File: config.mk
export PLATFORM = sky130hd
export DESIGN_NAME = pbusTop
export DESIGN_NICKNAME = d
export VERILOG_FILES = /design/src/common/pbus_pkg.sv /design/src/logic/reqLatch.sv /design/src/logic/wbRegs.sv /design/src/pbus/pbusSequencer.sv /design/src/pbus/pbusDriver.sv /design/src/logic/pbusTop.sv
export VERILOG_INCLUDE_DIRS = /design/src /design/src/common
export SDC_FILE = /design/constraint.sdc
export NUM_CORES = 1
export LEC_CHECK = 0
export ABC_AREA = 0
export BUFFER_PORTS_ARGS = -buffer_cell sky130_fd_sc_hd__buf_2
export CAP_MARGIN = 15
export CORE_ASPECT_RATIO = 0.8
export CORE_UTILIZATION = 53
export DETAILED_ROUTE_END_ITERATION = 7
export PLACE_DENSITY = 0.76
export RECOVER_POWER = 25
export SKIP_CTS_REPAIR_TIMING = 1
export SLEW_MARGIN = 20
export SYNTH_ARGS = -nofsm -noshare
export SYNTH_HDL_FRONTEND = slang
export SYNTH_HIERARCHICAL = 1
export SYNTH_SLANG_ARGS = --single-unit
File: constraint.sdc
create_clock -name CLK_24M -period 3.4 [get_ports CLK_24M]
set_input_delay 0.51 -clock CLK_24M [delete_from_list [all_inputs] [get_ports CLK_24M]]
set_output_delay 0.51 -clock CLK_24M [all_outputs]
set_load 0.05 [all_outputs]
File: src/common/pbus_params.svh
`ifndef PBUS_PARAMS_SVH
`define PBUS_PARAMS_SVH

// Slot windows within one 32 clock line period
`define PBUS_SLOTS     32
`define PBUS_FIXT_END  5'd2
`define PBUS_FF_END    5'd13
`define PBUS_FP_END    5'd15
`define PBUS_SPRT_END  5'd18
`define PBUS_L0_END    5'd28
`define PBUS_L0_READ   5'd29

// nVCS phases, count modulo 16
`define PBUS_VCS_FALL  4'd9
`define PBUS_VCS_RISE  4'd14

// Wishbone register map
`define REG_FIXADDR    3'd0
`define REG_FIXPAL     3'd1
`define REG_SPRADDR    3'd2
`define REG_SPRATTR    3'd3
`define REG_L0ADDR     3'd4
`define REG_L0DATA     3'd5

`endif

File: src/common/pbus_pkg.sv
package pbus_pkg;

	// Fix layer request, one tile per line slot period
	typedef struct packed {
		logic [16:0] addr;	// Fix tile address
		logic [3:0]  pal;	// Fix palette
	} fixReq_t;

	// Sprite request
	typedef struct packed {
		logic [24:0] addr;	// Sprite tile address
		logic [7:0]  pal;	// Sprite palette
		logic [7:0]  xpos;	// Sprite X position
	} sprReq_t;

	// What the P-bus carries in a given slot window
	typedef enum logic [2:0] {
		FIXT = 3'd0,	// Fix tile address
		FF   = 3'd1,	// Constant FF0000
		FP   = 3'd2,	// Fix palette
		SPRT = 3'd3,	// Sprite tile address
		L0A  = 3'd4,	// L0 lookup address
		L0RD = 3'd5,	// L0 byte capture
		SP   = 3'd6	// Sprite X and palette
	} slotKind_t;

	// L0 ROM lookup address
	typedef logic [15:0] l0Addr_t;

endpackage

File: src/logic/reqLatch.sv
module reqLatch #(
	parameter type payload_t = logic [7:0]
) (
	input  logic     CLK_24M,
	input  logic     nCLK_24M,
	input  logic     HSYNC,
	input  payload_t hostVal,
	output payload_t lineVal
);

	// Shadow copy, follows the host value only during HSYNC
	// so a whole line sees one consistent request
	always_ff @(posedge CLK_24M or posedge nCLK_24M)
	begin
		if (nCLK_24M)
			lineVal <= '0;
		else if (HSYNC)
			lineVal <= hostVal;
	end

endmodule

File: src/logic/wbRegs.sv
`include "pbus_params.svh"

module wbRegs (
	input  logic              CLK_24M,
	input  logic              nCLK_24M,
	input  logic              wbCyc,
	input  logic              wbStb,
	input  logic              wbWe,
	input  logic [2:0]        wbAdr,
	input  logic [31:0]       wbDatW,
	output logic [31:0]       wbDatR,
	output logic              wbAck,
	output pbus_pkg::fixReq_t fixHost,
	output pbus_pkg::sprReq_t sprHost,
	output pbus_pkg::l0Addr_t l0AddrHost,
	input  logic [7:0]        l0Data
);

	import pbus_pkg::*;

	logic        accept;	// New access this clock
	logic [31:0] rdMux;

	// No ack pending means the strobe is a fresh request
	assign accept = wbCyc & wbStb & ~wbAck;

	always_comb
	begin
		rdMux = '0;
		case (wbAdr)
			`REG_FIXADDR: rdMux = {15'h0, fixHost.addr};
			`REG_FIXPAL:  rdMux = {28'h0, fixHost.pal};
			`REG_SPRADDR: rdMux = {7'h0, sprHost.addr};
			`REG_SPRATTR: rdMux = {16'h0, sprHost.pal, sprHost.xpos};
			`REG_L0ADDR:  rdMux = {16'h0, l0AddrHost};
			`REG_L0DATA:  rdMux = {24'h0, l0Data};
			default:      rdMux = '0;	// Unused addresses
		endcase
	end

	// Single cycle ack, read data registered alongside
	always_ff @(posedge CLK_24M or posedge nCLK_24M)
	begin
		if (nCLK_24M)
		begin
			wbAck  <= 1'b0;
			wbDatR <= '0;
		end
		else
		begin
			wbAck  <= accept;
			wbDatR <= accept ? rdMux : '0;
		end
	end

	// Host copies of the requests
	always_ff @(posedge CLK_24M or posedge nCLK_24M)
	begin
		if (nCLK_24M)
		begin
			fixHost    <= '0;
			sprHost    <= '0;
			l0AddrHost <= '0;
		end
		else if (accept && wbWe)
		begin
			case (wbAdr)
				`REG_FIXADDR: fixHost.addr <= wbDatW[16:0];
				`REG_FIXPAL:  fixHost.pal  <= wbDatW[3:0];
				`REG_SPRADDR: sprHost.addr <= wbDatW[24:0];
				`REG_SPRATTR:
				begin
					sprHost.pal  <= wbDatW[15:8];
					sprHost.xpos <= wbDatW[7:0];
				end
				`REG_L0ADDR:  l0AddrHost   <= wbDatW[15:0];
				default:      ;	// L0 data is read only
			endcase
		end
	end

endmodule

File: src/pbus/pbusSequencer.sv
`include "pbus_params.svh"

module pbusSequencer (
	input  logic                CLK_24M,
	input  logic                nCLK_24M,
	input  logic                HSYNC,
	output logic [4:0]          slotCount,
	output pbus_pkg::slotKind_t slotKind,
	output logic                PCK1,
	output logic                PCK2,
	output logic                LOAD,
	output logic                nVCS
);

	import pbus_pkg::*;

	// Slot counter, held at zero through HSYNC
	always_ff @(posedge CLK_24M or posedge nCLK_24M)
	begin
		if (nCLK_24M)
			slotCount <= '0;
		else if (HSYNC)
			slotCount <= '0;
		else if (slotCount == 5'(`PBUS_SLOTS - 1))
			slotCount <= '0;	// Line wrap
		else
			slotCount <= slotCount + 5'd1;
	end

	// Window decode, boundaries are inclusive upper ends
	always_comb
	begin
		if (slotCount <= `PBUS_FIXT_END)
			slotKind = FIXT;
		else if (slotCount <= `PBUS_FF_END)
			slotKind = FF;
		else if (slotCount <= `PBUS_FP_END)
			slotKind = FP;
		else if (slotCount <= `PBUS_SPRT_END)
			slotKind = SPRT;
		else if (slotCount <= `PBUS_L0_END)
			slotKind = L0A;
		else if (slotCount == `PBUS_L0_READ)
			slotKind = L0RD;
		else
			slotKind = SP;	// 30 and 31
	end

	assign PCK2 = (slotCount[3:0] == 4'd0);	// 0, 16
	assign PCK1 = (slotCount[3:0] == 4'd8);	// 8, 24
	assign LOAD = slotCount[2] & slotCount[1];	// 6-7 every 8

	// nVCS low window in each half line
	always_ff @(posedge CLK_24M or posedge nCLK_24M)
	begin
		if (nCLK_24M)
			nVCS <= 1'b1;
		else if (slotCount[3:0] == `PBUS_VCS_FALL)
			nVCS <= 1'b0;
		else if (slotCount[3:0] == `PBUS_VCS_RISE)
			nVCS <= 1'b1;
	end

endmodule

File: src/pbus/pbusDriver.sv
`include "pbus_params.svh"

module pbusDriver (
	input  logic                CLK_24M,
	input  logic                nCLK_24M,
	input  logic                HSYNC,
	input  logic [4:0]          slotCount,
	input  pbus_pkg::slotKind_t slotKind,
	input  pbus_pkg::fixReq_t   fixReq,
	input  pbus_pkg::sprReq_t   sprReq,
	input  pbus_pkg::l0Addr_t   l0AddrHost,
	input  logic [7:0]          pbusUpperIn,
	output logic [23:0]         pbusOut,
	output logic                pbusUpperOe,
	output logic [7:0]          l0Data
);

	import pbus_pkg::*;

	l0Addr_t l0Addr;	// Line copy of the L0 address

	// L0 address shadow, reloaded through HSYNC
	always_ff @(posedge CLK_24M or posedge nCLK_24M)
	begin
		if (nCLK_24M)
			l0Addr <= '0;
		else if (HSYNC)
			l0Addr <= l0AddrHost;
	end

	// Bus word is one stage behind the counter
	always_ff @(posedge CLK_24M or posedge nCLK_24M)
	begin
		if (nCLK_24M)
		begin
			pbusOut     <= '0;
			pbusUpperOe <= 1'b0;
		end
		else
		begin
			pbusUpperOe <= 1'b1;
			case (slotKind)
				FIXT:
					pbusOut <= {8'h00, fixReq.addr[4], fixReq.addr[2:0], fixReq.addr[16:5]};
				FF:
					pbusOut <= 24'hFF0000;
				FP:
					pbusOut <= {4'h0, fixReq.pal, 16'h0000};
				SPRT:
					pbusOut <= {sprReq.addr[24:21], sprReq.addr[3:0], sprReq.addr[20:5]};
				L0A:
				begin
					pbusOut     <= {8'h00, l0Addr};
					pbusUpperOe <= 1'b0;	// ROM drives the upper byte
				end
				L0RD:
					pbusUpperOe <= 1'b0;	// Word held, ROM still driving
				SP:
					pbusOut <= {sprReq.pal, sprReq.xpos, 8'h00};
				default:
					pbusOut <= '0;
			endcase
		end
	end

	// ROM byte sampled while the L0 address is still on the bus
	always_ff @(posedge CLK_24M or posedge nCLK_24M)
	begin
		if (nCLK_24M)
			l0Data <= '0;
		else if (slotCount == `PBUS_L0_READ)
			l0Data <= pbusUpperIn;
	end

endmodule

File: src/logic/pbusTop.sv
module pbusTop (
	input  logic        CLK_24M,
	input  logic        nCLK_24M,
	input  logic        HSYNC,
	input  logic        wbCyc,
	input  logic        wbStb,
	input  logic        wbWe,
	input  logic [2:0]  wbAdr,
	input  logic [31:0] wbDatW,
	output logic [31:0] wbDatR,
	output logic        wbAck,
	output logic [23:0] pbusOut,
	output logic        pbusUpperOe,
	input  logic [7:0]  pbusUpperIn,
	output logic        PCK1,
	output logic        PCK2,
	output logic        LOAD,
	output logic        nVCS
);

	import pbus_pkg::*;

	fixReq_t    fixHost;
	fixReq_t    fixLine;
	sprReq_t    sprHost;
	sprReq_t    sprLine;
	l0Addr_t    l0AddrHost;
	logic [7:0] l0Data;
	logic [4:0] slotCount;
	slotKind_t  slotKind;

	wbRegs regs (
		.CLK_24M(CLK_24M), .nCLK_24M(nCLK_24M),
		.wbCyc(wbCyc), .wbStb(wbStb), .wbWe(wbWe), .wbAdr(wbAdr),
		.wbDatW(wbDatW), .wbDatR(wbDatR), .wbAck(wbAck),
		.fixHost(fixHost), .sprHost(sprHost), .l0AddrHost(l0AddrHost),
		.l0Data(l0Data)
	);

	reqLatch #(.payload_t(fixReq_t)) fixLatch (
		.CLK_24M(CLK_24M), .nCLK_24M(nCLK_24M), .HSYNC(HSYNC),
		.hostVal(fixHost), .lineVal(fixLine)
	);

	reqLatch #(.payload_t(sprReq_t)) sprLatch (
		.CLK_24M(CLK_24M), .nCLK_24M(nCLK_24M), .HSYNC(HSYNC),
		.hostVal(sprHost), .lineVal(sprLine)
	);

	pbusSequencer seq (
		.CLK_24M(CLK_24M), .nCLK_24M(nCLK_24M), .HSYNC(HSYNC),
		.slotCount(slotCount), .slotKind(slotKind),
		.PCK1(PCK1), .PCK2(PCK2), .LOAD(LOAD), .nVCS(nVCS)
	);

	pbusDriver drv (
		.CLK_24M(CLK_24M), .nCLK_24M(nCLK_24M), .HSYNC(HSYNC),
		.slotCount(slotCount), .slotKind(slotKind),
		.fixReq(fixLine), .sprReq(sprLine), .l0AddrHost(l0AddrHost),
		.pbusUpperIn(pbusUpperIn), .pbusOut(pbusOut),
		.pbusUpperOe(pbusUpperOe), .l0Data(l0Data)
	);

endmodule

Yosys cells after proc, flatten, opt, wreduce, memory -nomap -nowiden
Index checks and enable logic that the tools add are counted.
Storage, ports and cells
  bits in registers: 228
  word-level logic and storage cells: 70
  output and inout port bits: 62
Operators by class
  equal/unequal tests: 16
  bitwise logic cells: 4
  multiplexer cells: 14
  reductions and logical operators: 11
  $lt $le $gt $ge: 5
  add/subtract/negate cells: 1
Operators with widths (number)
  case mux 24 bit (7 select lines): 1
  case mux 25 bit (6 select lines): 1
  two-way mux 25 bit: 1
  == test 3 bit, second input constant: 5
  two-way mux 3 bit: 5
  == test 3 x 2 -> 1 bit, second input constant: 4
  == test 4 bit, second input constant: 3
  == test 5 bit, second input constant: 2
  less-or-equal comparator 5 x 4 -> 1 bit, second input constant: 2
  less-or-equal comparator 5 bit, second input constant: 2
  two-way mux 5 bit: 2
  AND reduction 2 bit: 5
  == test 3 x 1 -> 1 bit, second input constant: 2
  zero test 3 bit: 2
  adder 5 x 1 -> 5 bit, second input constant: 1
  less-or-equal comparator 5 x 2 -> 1 bit, second input constant: 1
  zero test 4 bit: 1
  AND 1 bit: 3
  two-way mux 1 bit: 3
  two-way mux 2 bit: 1
  nonzero test 2 bit: 1
  OR reduction 2 bit: 1
  logical AND 1 bit: 1
  inverter 1 bit: 1

Depth between registers and ports, before layout
  word-level depth: 10
  mapped depth: 12
  gate-level depth less buffers: 10

Hierarchy
Netlist, hierarchy kept.
Modules (own cells, without submodules)
  wbRegs: sequential area each 2602.5 µm², cells each 316, area an instance 4541.9 µm², times used 1
  pbusDriver: sequential area each 1226.2 µm², cells each 202, area an instance 2479.9 µm², times used 1
  reqLatch at sprLatch: sequential area each 1026.0 µm², cells each 88, area an instance 1732.9 µm², times used 1
  reqLatch at fixLatch: sequential area each 525.5 µm², cells each 45, area an instance 863.3 µm², times used 1
  pbusSequencer: sequential area each 151.4 µm², cells each 50, area an instance 445.4 µm², times used 1

Worst setup path before layout
No wires, ideal clock.
  path kind: register -> register
  start: register seq.slotCount[1]
  end: register drv.pbusOut[5]
  data required time: 3268 ps
  cell stages (with the launch flop): 13
  period minus slack after synthesis: 2589 ps
  path slack: 811 ps
  arrival time: 2457 ps
  path through: dfrtp_1 > ha_1 > and3_1 > ha_1 > or3_1 > a21oi_1 > a211oi_1 > a21oi_2 > buf_6 > buf_6 > mux2_4 > a32oi_1 > o21ai_1
Between the ends
  longest elaborated chain between the ends: 9
  elaborated cells on any way between the ends: 20
Ends and longest elaborated chain
  from (decl): RTL line pbusSequencer.sv:7  | output logic [4:0] slotCount,
  from (signal assigned): RTL line pbusSequencer.sv:27  | slotCount <= slotCount + 5'd1;
  branches (longest 6 deep; another with less-or-equal comparator 5 bit)
  two-way mux 3 bit (*): RTL line pbusSequencer.sv:33  | if (slotCount <= `PBUS_FIXT_END)
  named net slotKind[0]: RTL line pbusTop.sv:30  | slotKind_t slotKind;
  == test 3 bit, or another cell as far along: RTL line pbusDriver.sv:42  | case (slotKind)
  case mux 24 bit (7 select lines): RTL line pbusDriver.sv:42
  to (signal assigned): RTL line pbusDriver.sv:44  | pbusOut <= {8'h00, fixReq.addr[4], fixReq.addr[2:0], fixReq.addr[16:5]};
  to (signal assigned): RTL line pbusDriver.sv:48  | pbusOut <= {4'h0, fixReq.pal, 16'h0000};
  to (signal assigned): RTL line pbusDriver.sv:50  | pbusOut <= {sprReq.addr[24:21], sprReq.addr[3:0], sprReq.addr[20:5]};
  to (decl): RTL line pbusDriver.sv:13  | output logic [23:0] pbusOut,
Mark *: on every way through the listed nets, which the timed path passes.
A chain may end at the register's enable or synchronous reset.

Worst setup path after layout
  start: register seq.slotCount[1]
  end: register drv.pbusOut[0]
Same word-level chain as after synthesis.

==> results_dict.tcl <==
set metrics [dict create \
    min-delay-start "pbusUpperIn[4]" \
    routed_via_density 5.964 \
    path_class "reg2reg" \
    clk_path_buf_depth 3 \
    p_int_mw 4.934 \
    tightest_slew_ns 1.985 \
    via_count 6238 \
    seqCellArea_um2 5482 \
    syn_area_um2 9987 \
    wl_um 23550 \
    cpMostUsedCell "ha_1" \
    slew_violations 51 \
    areaGrowthSynthToFinish_pct 11.10 \
    grt_overflow 0 \
    multi_input_area_um2 3915 \
    finalNonFillerCells 1046 \
    skew_ns 0.01122 \
    place_ws_ns 0.3705 \
    final-setup-viol-count 0 \
    port_buffers 96 \
    cts_root_buffer "clkbuf_16" \
    filler_cell_count 1446 \
    fin_crit_sh_pct 90.72 \
    die_x_um 155.5 \
    rsz0062_at_grt "no" \
    post-route-util_pct 60.71 \
    holdPathEnd "drv/l0Data[4]" \
    antenna_found_initial 1 \
    grt_max_degree 55 \
    fmax_mhz 324.2 \
    maxCapViolCount 1 \
    cp_num_buf_inv 1 \
    path_cells "ha_1 -> and3_1 -> ha_1 -> or3_1 -> a21oi_1 -> a211oi_1 -> a21oi_4 -> buf_12 -> mux2_2 -> a32oi_1 -> o21ai_1" \
    drcViolationCount 0 \
    core_area_um2 18280 \
    powerDensity_nw_per_um2 621.6 \
    worstPathMaxFanout 18 \
    gp_congestion 0.8532 \
    critPathMaxStageDelay_ns 0.50 \
    end_kind "flop" \
    cts_tree "done" \
    fp-row-count 44 \
    syn_inst 697 \
    crit_required_ns 3.79 \
    p_leak_nw 5.336 \
    timing.rr.start "seq/slotCount[1]" \
    hold_depth 2 \
    antenna_cells 0 \
    grtUsageTotal_pct 25.30 \
    swShare_pct 28.47 \
    maxSlewHeadroom_pct -32.45 \
    clk_latency_ns 0.50 \
    status "finished, violations left" \
    switchingPower_mw 1.963 \
    hold_violations 0 \
    yosysWarnings 6 \
    ir_worst_vdd_v 0.0002723 \
    clkTransAtPathRegs_ns 0.06 \
    clock_power_share_pct 33.1 \
    r2r_setup_slack_ns 0.32 \
    ios 111 \
    ant_nets 0 \
    setup-tns-final_ns 0 \
    cp.arrival_ns 3.47 \
    timing.hold.ws_ns 0.2388 \
    min_period_ns 3.085 \
    crit_path_start_kind "flop" \
    dieArea_um2 19400 \
    min-delay-path-class "in2reg" \
    finalWorstSetupSlack_ns 0.3155 \
    dp_hpwl_um 15940 \
    chipHeight_um 124.8 \
    pwr-share-comb_pct 17.5 \
    initial_core_util_pct 54.64 \
    crit_family "compound AO/OA/AOI/OAI gates" \
    post-place-cells 1010 \
    first_global_vias 6472 \
    h-tree-depth 1 \
    cts_sinks 219 \
    rr_endpoint "drv/pbusOut[0]" \
    drive_gt1_share_pct 39.97 \
    cpMaxStageDelayCell "dfrtp_1" \
    violations "capacitance limit, slew limit" \
    drt_pass1_iterations 5 \
    r2r_cells 11 \
    grt_pass1_wl_um 37680 \
    numCtsBuffers 22 \
    seqPwrFrac_pct 49.4 \
    post_drt_wl_per_cell_um 22.51 \
    drt_iter0_markers 454 \
    avgSynthCellArea_um2 14.33 \
    final_nets 837 \
]
==> sequential cells by signal, indices dropped and copies added (netlist names) <==
signal and flops:
regs/sprHost 41, sprLatch/lineVal 40, regs/wbDatR 25, drv/pbusOut 24, regs/fixHost 21, fixLatch/lineVal 20, drv/l0Addr 16, regs/l0AddrHost 16
drv/l0Data 8, seq/slotCount 5, drv/pbusUpperOe 1, regs/wbAck 1, seq/nVCS 1
==> cell type report <==
cell class,instances,share of cell area (%)
sequential,219,49.40
multi-input combinational,414,35.28
clock buffer,34,6.010
timing repair buffer,112,5.965
tap,253,2.853
inverter,13,0.4398
clock inverter,1,0.04511
==> worst max path at each step <==
stage | slack (ns) | start | cells after the start | end
floorplan | 0.16 | nCLK_24M | 1 | regs/fixHost[0]
global placement | 0.45 | seq/slotCount[1] | 11 | drv/pbusOut[7]
CTS | 0.34 | seq/slotCount[1] | 11 | drv/pbusOut[7]
detailed placement | 0.37 | seq/slotCount[1] | 11 | drv/pbusOut[7]
global route | 0.13 | seq/slotCount[1] | 11 | drv/pbusOut[7]
finish | 0.32 | seq/slotCount[1] | 11 | drv/pbusOut[0]
==> cells in the final DEF, fill, tap and decap left out, drive strengths merged, types with 11 or more instances in the layout <==
cell,instances
a21oi,18
clkbuf,37
nor2,11
dfrtp,218
a22oi,19
nor2b,11
and2,11
a21o,13
buf,108
a221oi,12
mux2,177
o21ai,20
inv,13
==> power groups by stage <==
| stage | Sequential [mW] | Clock, mW | Combinational [mW] |
|---|---|---|---|
| floorplan | 3.51 | 0 | 0.803 |
| global placement | 3.42 | 0 | 1.22 |
| detailed placement | 3.44 | 0 | 1.26 |
| CTS | 3.41 | 2.32 | 1.27 |
| global route | 3.45 | 2.42 | 1.30 |
| finish | 3.41 | 2.28 | 1.21 |
==> stage by stage <==
step,power (mW),area (um2)
after floorplan,4.313,10010
after global placement,4.642,10530
after detailed placement,4.708,10530
after CTS,7.001,11200
after global routing,7.168,11100
final,6.897,11100
==> layer usage <==
metal / up-vias / GRT usage, % / wire length (um)
li1: 2692 / - / -
met1: 3245 / 36.99 / 10440
met2: 265 / 38.99 / 10970
met3: 34 / 4.767 / 1605
met4: 2 / 6.171 / 520
met5: - / 0 / 13
Note: power is estimated with default switching activity, not from simulation.
